## config.mk

```make
export PLATFORM = sky130hd
export DESIGN_NAME = ras_top
export DESIGN_NICKNAME = d
export VERILOG_FILES = /design/src/design/ras_pkg.sv /design/src/design/ras_stack_if.sv /design/src/design/ras_hint_decoder.sv /design/src/design/ras_stack.sv /design/src/design/ras_pred_select.sv /design/src/design/ras_top.sv
export SDC_FILE = /design/constraint.sdc
export NUM_CORES = 1
export LEC_CHECK = 0
export ABC_AREA = 1
export CAP_MARGIN = 10
export CORE_UTILIZATION = 50
export DETAILED_ROUTE_END_ITERATION = 12
export DONT_BUFFER_PORTS = 1
export GPL_TIMING_DRIVEN = 0
export PLACE_DENSITY = 0.68
export SLEW_MARGIN = 20
export SYNTH_ARGS = -nofsm -noshare
export SYNTH_HDL_FRONTEND = slang
export SYNTH_HIERARCHICAL = 1
export SYNTH_SLANG_ARGS = --single-unit
```

## constraint.sdc

```tcl
create_clock -name clk_i -period 2 [get_ports clk_i]
set_input_delay 0.3 -clock clk_i [delete_from_list [all_inputs] [get_ports clk_i]]
set_output_delay 0.3 -clock clk_i [all_outputs]
set_load 0.05 [all_outputs]
```

## src/design/ras_pkg.sv

```systemverilog
// Return address prediction package
// Default sizes, RISC-V jump opcodes, link registers and the stack action code

`default_nettype none

package ras_pkg;

  ////////////////////////////////////////////////////////////////////////////
  // Default sizes
  ////////////////////////////////////////////////////////////////////////////

  // Address width of one return entry
  localparam int XLEN_DEF   = 32;
  // Entries per hart stack
  localparam int DEPTH_DEF  = 4;
  // Number of harts sharing the fetch unit
  localparam int NHARTS_DEF = 4;

  ////////////////////////////////////////////////////////////////////////////
  // RISC-V encodings
  ////////////////////////////////////////////////////////////////////////////

  // Major opcodes of the two unconditional jumps
  localparam logic [6:0] OPC_JAL  = 7'b110_1111;
  localparam logic [6:0] OPC_JALR = 7'b110_0111;

  // Link registers named by the calling convention
  // x1 is ra, x5 is the alternate link t0
  localparam logic [4:0] REG_RA = 5'd1;
  localparam logic [4:0] REG_T0 = 5'd5;

  ////////////////////////////////////////////////////////////////////////////
  // Stack action
  ////////////////////////////////////////////////////////////////////////////

  // What a jump does to its hart's return stack
  // Pop then push replaces the top entry in place
  typedef enum logic [1:0] {
    RAS_NONE     = 2'b00,
    RAS_PUSH     = 2'b01,
    RAS_POP      = 2'b10,
    RAS_POP_PUSH = 2'b11
  } ras_action_e;

endpackage

`default_nettype wire

```

## src/design/ras_stack_if.sv

```systemverilog
// Return stack port bundle for one hart
// Decoder drives push side, stack drives top value and empty flag

`default_nettype none

interface ras_stack_if #(
  parameter int XLEN = 32
);

  // Update strobes, one cycle each
  logic            push;
  logic            pop;
  // Return address to push
  logic [XLEN-1:0] d;
  // Current top of stack, or last pushed value when empty
  logic [XLEN-1:0] q;
  // Stack holds no entries
  logic            empty;

  // Hint decoder side
  modport producer (
    output push,
    output pop,
    output d
  );

  // The stack itself
  modport stack (
    input  push,
    input  pop,
    input  d,
    output q,
    output empty
  );

  // Prediction selector side
  modport consumer (
    input  q,
    input  empty
  );

endinterface

`default_nettype wire

```

## src/design/ras_hint_decoder.sv

```systemverilog
// Jump hint decoder
// Classifies one decoded jump by the link register rules and routes
// push/pop strobes plus the return address to the addressed hart

`default_nettype none

module ras_hint_decoder #(
  parameter int XLEN   = 32,
  parameter int NHARTS = 4,
  localparam int HART_W = (NHARTS > 1) ? $clog2(NHARTS) : 1
) (
  input  wire logic              instr_valid_i,
  input  wire logic              stall_i,
  input  wire logic [6:0]        opcode_i,
  input  wire logic [4:0]        rd_i,
  input  wire logic [4:0]        rs1_i,
  input  wire logic [XLEN-1:0]   pc_i,
  input  wire logic              rvc_i,
  input  wire logic [HART_W-1:0] hart_i,

  ras_stack_if.producer          stk_o [NHARTS]
);

  // Instruction size steps for the link address
  localparam logic [XLEN-1:0] RVC_STEP = XLEN'(2);
  localparam logic [XLEN-1:0] RVI_STEP = XLEN'(4);

  ////////////////////////////////////////////////////////////////////////////
  // Hint classification
  ////////////////////////////////////////////////////////////////////////////

  logic                  rd_link;
  logic                  rs1_link;
  ras_pkg::ras_action_e  action;
  logic                  do_push;
  logic                  do_pop;
  logic [XLEN-1:0]       ret_addr;
  logic [NHARTS-1:0]     hart_hit;

  // Either x1 or x5 counts as a link register
  assign rd_link  = (rd_i  == ras_pkg::REG_RA) || (rd_i  == ras_pkg::REG_T0);
  assign rs1_link = (rs1_i == ras_pkg::REG_RA) || (rs1_i == ras_pkg::REG_T0);

  // Nothing happens for an invalid slot or while fetch is stalled
  always_comb begin
    action = ras_pkg::RAS_NONE;
    if (instr_valid_i && !stall_i) begin
      if (opcode_i == ras_pkg::OPC_JAL) begin
        // Direct call only when it links
        if (rd_link) begin
          action = ras_pkg::RAS_PUSH;
        end
      end else if (opcode_i == ras_pkg::OPC_JALR) begin
        unique case ({rd_link, rs1_link})
          // Plain indirect jump
          2'b00: action = ras_pkg::RAS_NONE;
          // Function return
          2'b01: action = ras_pkg::RAS_POP;
          // Indirect call
          2'b10: action = ras_pkg::RAS_PUSH;
          // Coroutine swap when registers differ, else a call
          2'b11: action = (rd_i == rs1_i) ? ras_pkg::RAS_PUSH : ras_pkg::RAS_POP_PUSH;
          default: action = ras_pkg::RAS_NONE;
        endcase
      end
    end
  end

  // Pop then push drives both strobes together
  assign do_push = (action == ras_pkg::RAS_PUSH) || (action == ras_pkg::RAS_POP_PUSH);
  assign do_pop  = (action == ras_pkg::RAS_POP)  || (action == ras_pkg::RAS_POP_PUSH);

  // Address of the instruction after the jump
  assign ret_addr = pc_i + (rvc_i ? RVC_STEP : RVI_STEP);

  ////////////////////////////////////////////////////////////////////////////
  // Per hart routing
  ////////////////////////////////////////////////////////////////////////////

  // Only the addressed hart sees any activity
  for (genvar h = 0; h < NHARTS; h++) begin : g_hart
    assign hart_hit[h]   = (hart_i == HART_W'(h));
    assign stk_o[h].push = hart_hit[h] & do_push;
    assign stk_o[h].pop  = hart_hit[h] & do_pop;
    assign stk_o[h].d    = hart_hit[h] ? ret_addr : '0;
  end

endmodule

`default_nettype wire

```

## src/design/ras_stack.sv

```systemverilog
// Per hart return stack
// Shift register stack with saturating depth count; while empty the
// top value falls back to the most recently pushed address

`default_nettype none

module ras_stack #(
  parameter int XLEN  = 32,
  parameter int DEPTH = 4
) (
  input  wire logic  clk_i,
  input  wire logic  rst_ni,

  ras_stack_if.stack stk
);

  localparam int CNT_W = $clog2(DEPTH + 1);

  ////////////////////////////////////////////////////////////////////////////
  // Storage
  ////////////////////////////////////////////////////////////////////////////

  // Entry 0 is the top of stack
  logic [XLEN-1:0]  entry [DEPTH];
  logic [XLEN-1:0]  last_pushed;
  logic [CNT_W-1:0] cnt;
  logic             empty_q;

  // Keep the newest push for prediction on an empty stack
  always_ff @(posedge clk_i) begin
    if (stk.push) begin
      last_pushed <= stk.d;
    end
  end

  // Shift down on push, up on pop, overwrite top on both
  always_ff @(posedge clk_i) begin
    unique case ({stk.push, stk.pop})
      2'b10: begin
        // Oldest entry falls off the bottom
        entry[0] <= stk.d;
        for (int n = 1; n < DEPTH; n++) begin
          entry[n] <= entry[n-1];
        end
      end
      2'b01: begin
        for (int n = 0; n < DEPTH - 1; n++) begin
          entry[n] <= entry[n+1];
        end
      end
      2'b11: entry[0] <= stk.d;
      default: ;
    endcase
  end

  ////////////////////////////////////////////////////////////////////////////
  // Occupancy
  ////////////////////////////////////////////////////////////////////////////

  // Count saturates at both ends
  always_ff @(posedge clk_i or negedge rst_ni) begin
    if (!rst_ni) begin
      cnt <= '0;
    end else begin
      unique case ({stk.push, stk.pop})
        2'b10:   if (cnt != CNT_W'(DEPTH)) cnt <= cnt + 1'b1;
        2'b01:   if (cnt != '0) cnt <= cnt - 1'b1;
        default: ;
      endcase
    end
  end

  // Registered empty flag tracks the count
  // A pop with zero or one entry leaves the stack empty
  always_ff @(posedge clk_i or negedge rst_ni) begin
    if (!rst_ni) begin
      empty_q <= 1'b1;
    end else begin
      unique case ({stk.push, stk.pop})
        2'b10:   empty_q <= 1'b0;
        2'b01:   empty_q <= (cnt <= CNT_W'(1));
        default: ;
      endcase
    end
  end

  // Top of stack or fallback value
  assign stk.q     = empty_q ? last_pushed : entry[0];
  assign stk.empty = empty_q;

endmodule

`default_nettype wire

```

## src/design/ras_pred_select.sv

```systemverilog
// Return address prediction selector
// Captures the top address and empty flag of the hart named by a lookup

`default_nettype none

module ras_pred_select #(
  parameter int XLEN   = 32,
  parameter int NHARTS = 4,
  localparam int HART_W = (NHARTS > 1) ? $clog2(NHARTS) : 1
) (
  input  wire logic              clk_i,
  input  wire logic              rst_ni,

  input  wire logic              lookup_i,
  input  wire logic [HART_W-1:0] lookup_hart_i,

  ras_stack_if.consumer          stk_i [NHARTS],

  output logic                   pred_valid_o,
  output logic [XLEN-1:0]        pred_addr_o,
  output logic                   pred_empty_o
);

  ////////////////////////////////////////////////////////////////////////////
  // Flatten the stack ports
  ////////////////////////////////////////////////////////////////////////////

  // Interface arrays need constant indices, copy into plain arrays
  logic [XLEN-1:0]   top_q [NHARTS];
  logic [NHARTS-1:0] top_empty;

  for (genvar h = 0; h < NHARTS; h++) begin : g_tap
    assign top_q[h]     = stk_i[h].q;
    assign top_empty[h] = stk_i[h].empty;
  end

  ////////////////////////////////////////////////////////////////////////////
  // Output registers
  ////////////////////////////////////////////////////////////////////////////

  // Valid pulses once per lookup
  // Empty reads high until the first answer
  always_ff @(posedge clk_i or negedge rst_ni) begin
    if (!rst_ni) begin
      pred_valid_o <= 1'b0;
      pred_empty_o <= 1'b1;
    end else begin
      pred_valid_o <= lookup_i;
      if (lookup_i) begin
        pred_empty_o <= top_empty[lookup_hart_i];
      end
    end
  end

  // Address sampled from the stack state before this edge
  always_ff @(posedge clk_i) begin
    if (lookup_i) begin
      pred_addr_o <= top_q[lookup_hart_i];
    end
  end

endmodule

`default_nettype wire

```

## src/design/ras_top.sv

```systemverilog
// Return address prediction top level
// Hint decoder feeds one return stack per hart, selector answers lookups

`default_nettype none

module ras_top #(
  parameter int XLEN   = ras_pkg::XLEN_DEF,
  parameter int DEPTH  = ras_pkg::DEPTH_DEF,
  parameter int NHARTS = ras_pkg::NHARTS_DEF,
  localparam int HART_W = (NHARTS > 1) ? $clog2(NHARTS) : 1
) (
  input  wire logic              clk_i,
  input  wire logic              rst_ni,

  // Decode strobe of one jump instruction
  input  wire logic              instr_valid_i,
  input  wire logic              stall_i,
  input  wire logic [6:0]        opcode_i,
  input  wire logic [4:0]        rd_i,
  input  wire logic [4:0]        rs1_i,
  input  wire logic [XLEN-1:0]   pc_i,
  input  wire logic              rvc_i,
  input  wire logic [HART_W-1:0] hart_i,

  // Prediction lookup
  input  wire logic              lookup_i,
  input  wire logic [HART_W-1:0] lookup_hart_i,
  output logic                   pred_valid_o,
  output logic [XLEN-1:0]        pred_addr_o,
  output logic                   pred_empty_o
);

  // One bundle per hart between decoder, stack and selector
  ras_stack_if #(.XLEN(XLEN)) stk_bus [NHARTS] ();

  ////////////////////////////////////////////////////////////////////////////
  // Hint decode
  ////////////////////////////////////////////////////////////////////////////

  ras_hint_decoder #(
    .XLEN   (XLEN),
    .NHARTS (NHARTS)
  ) u_decoder (
    .instr_valid_i (instr_valid_i),
    .stall_i       (stall_i),
    .opcode_i      (opcode_i),
    .rd_i          (rd_i),
    .rs1_i         (rs1_i),
    .pc_i          (pc_i),
    .rvc_i         (rvc_i),
    .hart_i        (hart_i),
    .stk_o         (stk_bus)
  );

  ////////////////////////////////////////////////////////////////////////////
  // Return stacks
  ////////////////////////////////////////////////////////////////////////////

  for (genvar h = 0; h < NHARTS; h++) begin : g_stack
    ras_stack #(
      .XLEN  (XLEN),
      .DEPTH (DEPTH)
    ) u_stack (
      .clk_i  (clk_i),
      .rst_ni (rst_ni),
      .stk    (stk_bus[h])
    );
  end

  ////////////////////////////////////////////////////////////////////////////
  // Prediction
  ////////////////////////////////////////////////////////////////////////////

  ras_pred_select #(
    .XLEN   (XLEN),
    .NHARTS (NHARTS)
  ) u_select (
    .clk_i         (clk_i),
    .rst_ni        (rst_ni),
    .lookup_i      (lookup_i),
    .lookup_hart_i (lookup_hart_i),
    .stk_i         (stk_bus),
    .pred_valid_o  (pred_valid_o),
    .pred_addr_o   (pred_addr_o),
    .pred_empty_o  (pred_empty_o)
  );

endmodule

`default_nettype wire

```

; ---- After elaboration in Yosys (flattened, before gate mapping)
; Memories as Yosys holds them, arrays and structs flattened.
; Index checks and enable logic that the tools add are counted.
[totals]
ram_bits = 512
reg_bits = 178
n_memories = 4
out_inout_bits = 34
inputBits = 59
[memory_table]
columns = name, words, width, read_ports, rd_clocked_by_memory_dff, write_ports, line
row1 = g_stack[0].u_stack.entry, 4, 32, 4, 0, 4, ras_stack.sv:24  ; logic [XLEN-1:0] entry [DEPTH];
row2 = g_stack[1].u_stack.entry, 4, 32, 4, 0, 4, ras_stack.sv:24
row3 = g_stack[2].u_stack.entry, 4, 32, 4, 0, 4, ras_stack.sv:24
row4 = g_stack[3].u_stack.entry, 4, 32, 4, 0, 4, ras_stack.sv:24
[op_classes]
eq_ne = 40
muxes = 76
n_reduce_logical = 20
n_lt_le_gt_ge = 6
n_bitwise = 25
add_sub_neg = 9
[op_table]
columns = operator, n
row1 = 32-bit 2-to-1 mux, 26
row2 = 32-bit binary-select mux with 2-bit select, 1
row3 = 32-bit adder, 1
row4 = "2-bit == test, second input constant", 14
row5 = 3-bit 2-to-1 mux, 9
row6 = 1-bit 2-to-1 mux, 26
row7 = 3-bit case mux with 2 select lines, 4
row8 = "2-bit by 1-bit inequality test with 1-bit output, second input constant", 8
row9 = 1-bit bitwise OR, 16
row10 = "2-bit by 1-bit == test with 1-bit output, second input constant", 7
row11 = "7-bit == test, second input constant", 2
row12 = "3-bit by 1-bit adder with 3-bit output, second input constant", 4
row13 = "3-bit by 1-bit less-or-equal comparator with 1-bit output, second input constant", 4
row14 = "3-bit inequality test, second input constant", 4
row15 = 3-bit AND reduction, 4
row16 = 3-bit nonzero test, 4
row17 = "3-bit by 1-bit subtractor with 3-bit output, second input constant", 4
row18 = "5-bit by 1-bit == test with 1-bit output, second input constant", 2
row19 = "5-bit by 3-bit == test with 1-bit output, second input constant", 2
row20 = 1-bit AND, 8
row21 = 2-bit 2-to-1 mux, 4
row22 = 1-bit case mux with 2 select lines, 4
row23 = 2-bit case mux with 4 select lines, 1
row24 = 2-bit nonzero test, 4
row25 = other kinds (9), 13

; ---- Depth between registers and ports, before layout
; Gate-level depths: netlist (run 1).
[logic_depth]
depth_word = 15
depth_mapped = 15
depth_no_buf = 14

; ---- By module
; Netlist (run 1), hierarchy kept.
[by_module_without_submodules]
columns = module, cells_per_inst, area_each_um2, n_inst, seq_area_each_um2
row1 = ras_stack (g_stack[0].u_stack ...), 560, 6797.8, 3, 4906.0
row2 = ras_stack (g_stack[1].u_stack), 580, 6745.2, 1, 4906.0
row3 = ras_pred_select, 231, 1989.4, 1, 1012.2
row4 = ras_hint_decoder, 372, 1627.8, 1, 0.0

; ---- Worst setup path after synthesis (run 1)
; No wires, ideal clock.
[synth_timing]
path_type = input -> register
from = input rd_i[1]
to = register g_stack[0].u_stack.empty_q
path_buffers = 0
cell_stages = 7
path_slack_ns = -2.539
arrival_ns = 4.436
path_cell_list = nor4_1 nand3_1 nor2_1 inv_1 ha_1 nand3_1 o22ai_1
[synth_via]
elab_chain_cells = 12
word_cells_on_any_way = 25
classes_between = eq/ne: 11 / mux: 7 / bitwise: 2 / reduce/logical: 5
[synth_rtl]
columns = element, line
row1 = from (decl), ras_top.sv:19  ; input wire logic [4:0] rd_i,
row2 = 5-bit by 1-bit == test with 1-bit output / 5-bit by 3-bit == test with 1-bit output (equally long branches), ras_hint_decoder.sv:41  ; assign rd_link = (rd_i == ras_pkg::REG_RA) || (rd_i == ras_pkg::REG_T0);
row3 = 1-bit logical OR, ras_hint_decoder.sv:41
row4 = 2-bit == test (tied with other cells), ras_hint_decoder.sv:54  ; unique case ({rd_link, rs1_link})
row5 = 2-bit case mux with 4 select lines, ras_hint_decoder.sv:54
row6 = 2-bit 2-to-1 mux, ras_hint_decoder.sv:53  ; end else if (opcode_i == ras_pkg::OPC_JALR) begin
row7 = 2-bit 2-to-1 mux (*), ras_hint_decoder.sv:48  ; if (opcode_i == ras_pkg::OPC_JAL) begin
row8 = 2-bit 2-to-1 mux (*), ras_hint_decoder.sv:47  ; if (instr_valid_i && !stall_i) begin
row9 = 2-bit by 1-bit == test with 1-bit output / 2-bit == test (equally long branches), ras_hint_decoder.sv:70  ; assign do_push = (action == ras_pkg::RAS_PUSH) || (action == ras_pkg::RAS_POP_PUSH);
row10 = 1-bit logical OR (*), ras_hint_decoder.sv:70
row11 = 1-bit AND (*), ras_hint_decoder.sv:83  ; assign stk_o[h].push = hart_hit[h] & do_push;
row12 = via stk_bus[0].push, ras_stack_if.sv:11  ; logic push;
row13 = 2-bit by 1-bit == test with 1-bit output / 2-bit == test (equally long branches), ras_stack.sv:79  ; unique case ({stk.push, stk.pop})
row14 = 1-bit case mux with 2 select lines / 2-bit nonzero test (equally long branches), -
row15 = to (signal assigned), ras_stack.sv:81  ; 2'b01: empty_q <= (cnt <= CNT_W'(1));
row16 = to (decl), ras_stack.sv:27  ; logic empty_q;
; Mark *: on every way through the listed nets, which the timed path passes. The rest lies on a longest branch.
; A chain may end at the register's enable or synchronous reset.

; ---- Worst setup path in the final report (run 1)
[layout_timing]
from = register g_stack[3].u_stack.empty_q
to = register u_select.pred_addr_o[3], data pin
[layout_via]
elab_chain_cells = 4
[layout_rtl]
columns = element, line
row1 = from (decl), ras_stack.sv:27
row2 = from (signal assigned), ras_stack.sv:81
row3 = 32-bit 2-to-1 mux, ras_stack.sv:88  ; assign stk.q = empty_q ? last_pushed : entry[0];
row4 = via stk_bus[3].q[3], ras_stack_if.sv:16  ; logic [XLEN-1:0] q;
row5 = 32-bit binary-select mux with 2-bit select, ras_pred_select.sv:58  ; pred_addr_o <= top_q[lookup_hart_i];
row6 = 32-bit 2-to-1 mux (implied by the code) (2 in series), ras_pred_select.sv:58
row7 = to (signal assigned), ras_pred_select.sv:58
row8 = to (decl), ras_pred_select.sv:20  ; output logic [XLEN-1:0] pred_addr_o,
; The timed path passes the listed nets, and every way through them passes these cells. The select of a mux whose other input is x is not followed.

==> impl_results.md, run 1 <==
- Net count reported at finish: 3,071
- Register-to-Register Path Depth: 6
- Net count after synthesis: 2,953
- Hold EP: g_stack[3].u_stack/last_pushed[30]
- Post-route antenna net violation count: 0
- Crit Reg-Reg Startpoint: g_stack[3].u_stack/stk.empty
- Total instance count after detailed placement: 3,648
- Final worst-path setup slack: -0.0922 ns
- Maximum clock skew at final layout: 0.0282 ns
- Ordered cell list for the critical path: buf_4, clkbuf_4, nand2_1, o21ai_0, nor2_1, o22ai_2
- Hold WC Path Type: input pin to flip-flop
- Initial DRT Pass Iterations: 8
- Cell row count: 90
- Kind of capture point of the worst setup path: flip-flop
- Largest net degree at the start of global routing: 36
- Clock sink count: 690
- Number of input and output port buffers inserted: 0
- Post-detailed-placement half-perimeter wirelength: 61.1 mm
- Total power consumption of the routed design: around 0.03 W
- Detailed-route wire length: 92.1 mm
- Outcome: finished with violations
- DR DRC count: 0
- Stage delay of the slowest cell on the critical path: 0.64 ns
- Register-to-register setup slack: -0.09 ns
- Max Slew Vio Count: 0
- Clock tree buffer depth: 3
- PD cells: 859 nW/um2
- Data required time of the critical path: 2.44 ns
- Master cell of the clock root buffer: sky130_fd_sc_hd__clkbuf_16
- Number of cells on the worst hold path: 2
- Register cell area after layout: 20,600 um2
- Max capacitance violation total: 0
- Setup-violating endpoint count in the final report: 15
- Die X: 250 um
- Via/cell ratio: 5.81
- H-tree lvl count: 3
- Peak fanout along the critical path: 10
- Failing checks: setup timing
- Master of the slowest instance on the critical path: sky130_fd_sc_hd__dfstp_2
- Fill count: approximately 5.0k
- Vias in the first global route: about 21k
- Final period demand of the worst path: 2.09 ns
- Gate count of the mapped netlist: 2,863
- Num CTS Buffers: 73
- Reg clk slew, reported paths: 0.06 ns
- Start point of the worst hold path: pc_i[30]
- Count of boundary I/O pins: between 90 and 100
- Transition time at the pin with the least slew margin: around 1.1 ns
- Via total after detailed routing: 22.2k
- GRT Residual Overflow: 0
- Initial DRC Count: around 3.0k
- Clock latency on the worst-skew pair: 0.63 ns
- Multi-input gate area: 8440 um2
- Layout overhead on the synthesized area: 14.5%
- Yosys warns: 6
- Leakage component of the power: 13.4 nW
- R2R Path End: u_select/pred_addr_o[3]
- Post-synthesis sequential element count: 690
- RSZ-0062 raised after global routing: yes
- Wire length of the first global-routing pass: 135 mm
- Data arrival at the endpoint of the critical path: 2.53 ns
- Top achievable clock speed: roughly 480 MHz
- Average wire per standard cell: 24.1 um
- Area of the die: 62,500 um2
- Largest vdd supply drop: 0.597 mV
- Number of antenna violations at the first check in global routing: 0
- Global-route usage over all layers: 29.4%
- Gp weighted congestion: 1.00
- Family with the most delay on the worst path: flip-flops
- Mean post-synth cell area: 10.7 um2
- Post-synthesis cell type count: 34
- Worst setup timing slack at the placement stage: -1.64 ns
- Initial core utilization: 50.8%
- Clock tree from TritonCTS: yes
- Number of standard cells in the layout, taps in and fillers out: 3,820
- Critical path buffer and inverter count: 2
- Final worst-path cycle share: 105%
- Die Ht: 250 um
- Fraction of layout cells with a size suffix above 1: 13.7%
- CP Launch Type: flip-flop
- Netlist area before placement: 30,800 um2
- Max-slew headroom at the worst pin: 24.6%
- Count of endpoints failing hold in the final timing report: 0
- Core footprint: about 61,000 um2
- Type of the setup path with the least slack: flip-flop to flip-flop
- Sequential element share of the synthesized area: 67.1%
==> state kept, by name, indices dropped and copies added (netlist names) <==
register                     count
g_stack.u_stack/entry          512
g_stack.u_stack/last_pushed    128
u_select/pred_addr_o            32
g_stack.u_stack/cnt             12
g_stack.u_stack/stk.empty        4
u_select/pred_empty_o            1
u_select/pred_valid_o            1
==> placed cells by master, fill, tap and decap left out, types with 8 or more instances in the layout <==
cell type	synthesis	layout
sky130_fd_sc_hd__a21oi_1	20	20
sky130_fd_sc_hd__buf_12	3	13
sky130_fd_sc_hd__buf_2	33	21
sky130_fd_sc_hd__buf_4	39	57
sky130_fd_sc_hd__buf_6	30	33
sky130_fd_sc_hd__clkbuf_1	38	44
sky130_fd_sc_hd__clkbuf_16	0	76
sky130_fd_sc_hd__clkbuf_2	6	15
sky130_fd_sc_hd__clkbuf_4	0	11
sky130_fd_sc_hd__clkinv_1	0	12
sky130_fd_sc_hd__clkinv_2	0	11
sky130_fd_sc_hd__clkinvlp_4	0	9
sky130_fd_sc_hd__dfrtp_1	13	13
sky130_fd_sc_hd__edfxtp_1	672	672
sky130_fd_sc_hd__ha_1	30	22
sky130_fd_sc_hd__ha_4	0	8
sky130_fd_sc_hd__inv_1	311	303
sky130_fd_sc_hd__inv_2	9	13
sky130_fd_sc_hd__nand2_1	764	760
sky130_fd_sc_hd__nand2_2	7	8
sky130_fd_sc_hd__nand2_4	9	12
sky130_fd_sc_hd__nand3_1	32	29
sky130_fd_sc_hd__nor2_1	230	221
sky130_fd_sc_hd__nor2_2	3	11
sky130_fd_sc_hd__nor2_4	5	10
sky130_fd_sc_hd__o21ai_0	468	430
sky130_fd_sc_hd__o21ai_1	38	55
sky130_fd_sc_hd__o21ai_2	30	51
sky130_fd_sc_hd__o22ai_1	36	22
sky130_fd_sc_hd__o22ai_2	0	14
==> per-layer routing <==
metal / GRT usage (%) / vias to the layer above / wire length [um] / part of all wire [%]
met5: 1.31 / - / 110 / 0.12
met4: 12.8 / 2 / 4210 / 4.6
met3: 10.3 / 240 / 13100 / 14
met2: 43.2 / 1310 / 40300 / 44
met1: 39.4 / 10800 / 34400 / 37
li1: - / 9871 / - / -
==> stage by stage <==
stage | instance area [um2] | TNS [ns] | util [%] | hold WS (ns)
after floorplan | 30900 | -453.91 | - | 0.00441
after global placement | 31900 | -1136.46 | 52.7 | 0.00610
after detailed placement | 32000 | -1179.04 | 52.9 | 0.00612
after CTS | 34900 | -0.185 | 57.6 | 0.0483
after global routing | 35200 | -0.0829 | 58.1 | 0.0841
final | 35200 | -0.548 | 58.1 | 0.0763
==> power breakdown <==
part	internal [W]	switching, W	leakage [nW]
Clock	0.00777	0.00559	1.13
Sequential	0.0158	0.000160	5.97
Combinational	0.000249	0.000730	6.31
==> worst register-to-register path, cell delays in order, from the launching register on <==
cell                       delay [ns]
sky130_fd_sc_hd__dfstp_2         0.64
sky130_fd_sc_hd__buf_4           0.24
sky130_fd_sc_hd__clkbuf_4        0.23
sky130_fd_sc_hd__nand2_1         0.06
sky130_fd_sc_hd__o21ai_0         0.21
sky130_fd_sc_hd__nor2_1          0.26
sky130_fd_sc_hd__o22ai_2         0.28
==> cells in the mapped netlist (all sizes together) <==
cell type	count	share of area [%]
o21ai	536	9.1
dfstp	5	0.43
and2b	1	0.028
xor2	12	0.34
nand4	3	0.061
xnor2	8	0.23
buf	105	2.8
a21oi	20	0.33
nand3b	2	0.049
nor4	2	0.041
nand2	780	9.8
nor2	238	3.1
inv	320	3.9
ha	30	1.2
dfrtp	13	1.1
o22ai	36	0.73
nor3	1	0.016
nand3	34	0.61
edfxtp	672	66
clkbuf	44	0.56
fa	1	0.065
==> timing repair <==
action / CTS / global route
cloned: 7 / 1
endpoints found under the setup margin: 944 / 176
hold endpoints to repair: 52 / 0
setup buffers: 19 / 8
pin swaps: 14 / 8
resized for setup: 78 / 56
hold buffers: 5 / 0
==> kinds of logic (layout without fill, tap and decap cells) <==
family,after synthesis,after routing,share of synthesized area [%]
AND/OR/NAND/NOR,1061,1065,13.7
flip-flops,690,690,67.1
AO/OA/AOI/OAI,592,592,10.1
buffers and inverters,469,638,7.25
adder cells (fa/ha/maj),31,31,1.29
XOR/XNOR,20,20,0.570
other,0,2,0
==> area by class of cell <==
class,instances,share of cell area [%]
Clock buffer,96,5.64
Timing Repair Buffer,35,1.46
Antenna cell,2,0.0142
Buffer,149,3.08
Multi-Input combinational cell,1708,24.0
Sequential cell,690,58.6
Tap cell,782,2.78
Inverter,320,3.45
Timing Repair inverter,4,0.0853
Clock inverter,34,0.938
==> how the worst max path moves through the flow <==
stage,cells after the start,end,slack [ns],start
final,6,u_select/pred_addr_o[3],-0.09,g_stack[3].u_stack/stk.empty
after global placement,11,g_stack[1].u_stack/cnt[1],-1.55,hart_i[1]
after detailed placement,11,g_stack[1].u_stack/cnt[1],-1.64,hart_i[1]
after CTS,6,u_select/pred_addr_o[0],-0.10,g_stack[0].u_stack/stk.empty
after global routing,6,u_select/pred_addr_o[0],-0.04,g_stack[0].u_stack/stk.empty
after floorplan,10,g_stack[1].u_stack/cnt[2],-0.62,rd_i[1]
Power figures use the tool's default switching activity.
==> run 2, diff against run 1 <==
- SETUP_SLACK_MARGIN: default -> 0.4
==> impl_results.md, run 2 (synthesis gave the netlist of run 1 again) <==
- Outcome: complete, no violations
- Type of the setup path with the least slack: flip-flop to flip-flop
- Setup-violating endpoint count in the final report: 0 (-15)
- Max-slew headroom at the worst pin: 21.0% (-3.6 points)
- Register-to-Register Path Depth: 4 (-2)
- R2R Path End: u_select/pred_addr_o[5]
- Core footprint: 60,600 um2 (unchanged)
- PD cells: 803 nW/um2 (-6.5%)
- Via total after detailed routing: 22.8k (+3.0%)
- DR DRC count: 0 (unchanged)
- Largest vdd supply drop: 0.603 mV (+0.94%)
- Number of antenna violations at the first check in global routing: 1 (+1)
- Biggest regs: g_stack.u_stack/entry (512), g_stack.u_stack/last_pushed (128), u_select/pred_addr_o (32)
- Cell row count: 90 (unchanged)
- Layout overhead on the synthesized area: 23.3%
- Detailed-route wire length: 95.5 mm (+3.7%)
- Fraction of layout cells with a size suffix above 1: 23.1% (+9.4 points)
- Transition time at the pin with the least slew margin: 1.18 ns (+0.0547 ns)
- Clock tree from TritonCTS: yes
- Average wire per standard cell: 24.4 um (+1.3%)
- Count of endpoints failing hold in the final timing report: 0 (unchanged)
- Clock sink count: 690 (unchanged)
- Initial DRT Pass Iterations: 6 (-2)
- Gp weighted congestion: 1.00 (unchanged)
- Wire length of the first global-routing pass: 136 mm (+1.3%)
- Worst setup timing slack at the placement stage: -1.64 ns (unchanged)
- Most common library cell in the layout ignoring fill and taps: sky130_fd_sc_hd__nand2_1
- Start point of the worst hold path: lookup_hart_i[1]
- Net count reported at finish: 3,159 (+2.9%)
- Reg clk slew, reported paths: 0.06 ns (about the same)
- Die X: 250 um (unchanged)
- RSZ-0062 raised after global routing: yes
- Maximum clock skew at final layout: 0.0298 ns (+0.00160 ns)
- Post-route antenna net violation count: 0 (unchanged)
- Max Slew Vio Count: 0 (unchanged)
- Die Ht: 250 um (unchanged)
- Number of input and output port buffers inserted: 0 (unchanged)
- Kind of capture point of the worst setup path: flip-flop
- GRT Residual Overflow: 0 (unchanged)
- Vias in the first global route: 21.4k (+0.97%)
- CP Launch Type: flip-flop
- Initial core utilization: 50.8% (unchanged)
- Count of boundary I/O pins: 93 (unchanged)
- Crit Reg-Reg Startpoint: g_stack[2].u_stack/stk.empty
- Top achievable clock speed: 575 MHz (+20%)
- Hold EP: u_select/pred_addr_o[30]
- Number of cells on the worst hold path: 2 (unchanged)
- H-tree lvl count: 3 (unchanged)
- Clock latency on the worst-skew pair: 0.63 ns (about the same)
- Register-to-register setup slack: 0.26 ns (+0.35 ns)
- Setup TNS after final layout: 0 ns (+0.548 ns)
- Final worst-path cycle share: 86.9% (-18 points)
- Max capacitance violation total: 0 (unchanged)
- Data required time of the critical path: 2.36 ns (-0.08 ns)
- Most frequent cells in the layout: sky130_fd_sc_hd__nand2_1, sky130_fd_sc_hd__edfxtp_1, sky130_fd_sc_hd__inv_1, sky130_fd_sc_hd__o21ai_0, sky130_fd_sc_hd__nor2_1
- Leakage component of the power: 14.5 nW (+8.1%)
- Hold WC Path Type: input pin to flip-flop
- Final worst-path setup slack: 0.261 ns (+0.353 ns)
- Num CTS Buffers: 73 (unchanged)
- Clock tree buffer depth: 3 (unchanged)
- Register with the most flip-flops: g_stack.u_stack/entry
- Largest register FFs: 512 (unchanged)
- Data arrival at the endpoint of the critical path: 2.10 ns (-0.43 ns)
- Smallest hold slack: 0.0393 ns (-0.0370 ns)
- Post-detailed-placement half-perimeter wirelength: 61.1 mm (unchanged)
- Largest net degree at the start of global routing: 36 (unchanged)
- Initial DRC Count: 2,971 (+0.30%)
- Via/cell ratio: 5.84 (+0.63%)
- Final period demand of the worst path: 1.74 ns (-0.353 ns)
- Master cell of the clock root buffer: sky130_fd_sc_hd__clkbuf_16
- Area of the die: 62,500 um2 (unchanged)
- Global-route usage over all layers: 29.8% (+0.42 points)
- Peak fanout along the critical path: 10 (unchanged)
run 2: changes by cell type in the layout (fill, tap and decap cells not counted), moves of 31 or more:
cell                      change
sky130_fd_sc_hd__o21ai_0    -168
sky130_fd_sc_hd__o21ai_1     +81
sky130_fd_sc_hd__nor2_1      -48
sky130_fd_sc_hd__nor2_2      +31
sky130_fd_sc_hd__buf_4       +31
sky130_fd_sc_hd__o21ai_2     +70
run 2: layout make-up:
class / instances / area, um2
Fill cell: 4568 / 22700
Sequential cell: 690 / 20600
Multi-Input combinational cell: 1708 / 9570
Clock buffer: 96 / 1990
Timing Repair Buffer: 123 / 1580
Buffer: 149 / 1570
Inverter: 320 / 1230
Tap cell: 782 / 978
Clock inverter: 34 / 330
Timing Repair inverter: 4 / 30.0
Antenna cell: 2 / 5.00
run 2: critical path, stage by stage, from the launching register on:
cell,delay (ns)
sky130_fd_sc_hd__dfstp_2,0.64
sky130_fd_sc_hd__buf_6,0.22
sky130_fd_sc_hd__o21ai_0,0.14
sky130_fd_sc_hd__o21ai_1,0.33
sky130_fd_sc_hd__o22ai_2,0.14
run 2: how the worst max path moves through the flow:
stage                     slack (ns)                        end                         start  cells after the start
after floorplan                -0.62  g_stack[1].u_stack/cnt[2]                       rd_i[1]                     10
after global placement         -1.55  g_stack[1].u_stack/cnt[1]                     hart_i[1]                     11
after detailed placement       -1.64  g_stack[1].u_stack/cnt[1]                     hart_i[1]                     11
after CTS                       0.23   u_select/pred_addr_o[19]  g_stack[2].u_stack/stk.empty                      5
after global routing            0.28   u_select/pred_addr_o[29]  g_stack[3].u_stack/stk.empty                      6
final                           0.26    u_select/pred_addr_o[5]  g_stack[2].u_stack/stk.empty                      4
run 2: power breakdown:
| part | switching (W) | total [W] | leakage [nW] | internal [W] |
|---|---|---|---|---|
| clock network | 0.00563 | 0.0134 | 1.13 | 0.00777 |
| logic | 0.000808 | 0.00114 | 7.39 | 0.000336 |
| registers | 0.000160 | 0.0159 | 5.97 | 0.0158 |
| total | 0.00660 | 0.0305 | 14.5 | 0.0239 |
run 2: metrics by stage:
stage | std cells | utilization (%) | area, um2 | total power, W
3_3_place_gp | 3645 | 52.7 | 31900 | 0.0170
3_5_place_dp | 3648 | 52.9 | 32000 | 0.0170
6_report | 3908 | 62.6 | 37900 | 0.0305
2_1_floorplan | 2863 | - | 30900 | 0.0167
5_1_grt | 3906 | 62.6 | 37900 | 0.0311
4_1_cts | 3829 | 59.1 | 35800 | 0.0304
run 2: routing by layer:
| layer | up-vias | GRT usage (%) | wire (um) |
|---|---|---|---|
| met3 | 239 | 10.0 | 13800 |
| met5 | - | 0 | 0 |
| met2 | 1451 | 44.3 | 42600 |
| met4 | 0 | 12.7 | 4010 |
| li1 | 10100 | - | - |
| met1 | 11100 | 40.0 | 35000 |
run 2: what timing repair did:
item	CTS	global route
setup buffers	38	65
resized for setup	282	431
hold buffers	5	0
pin swaps	60	111
setup endpoints to repair	1107	617
gates cloned	8	12
hold endpoints to repair	52	0
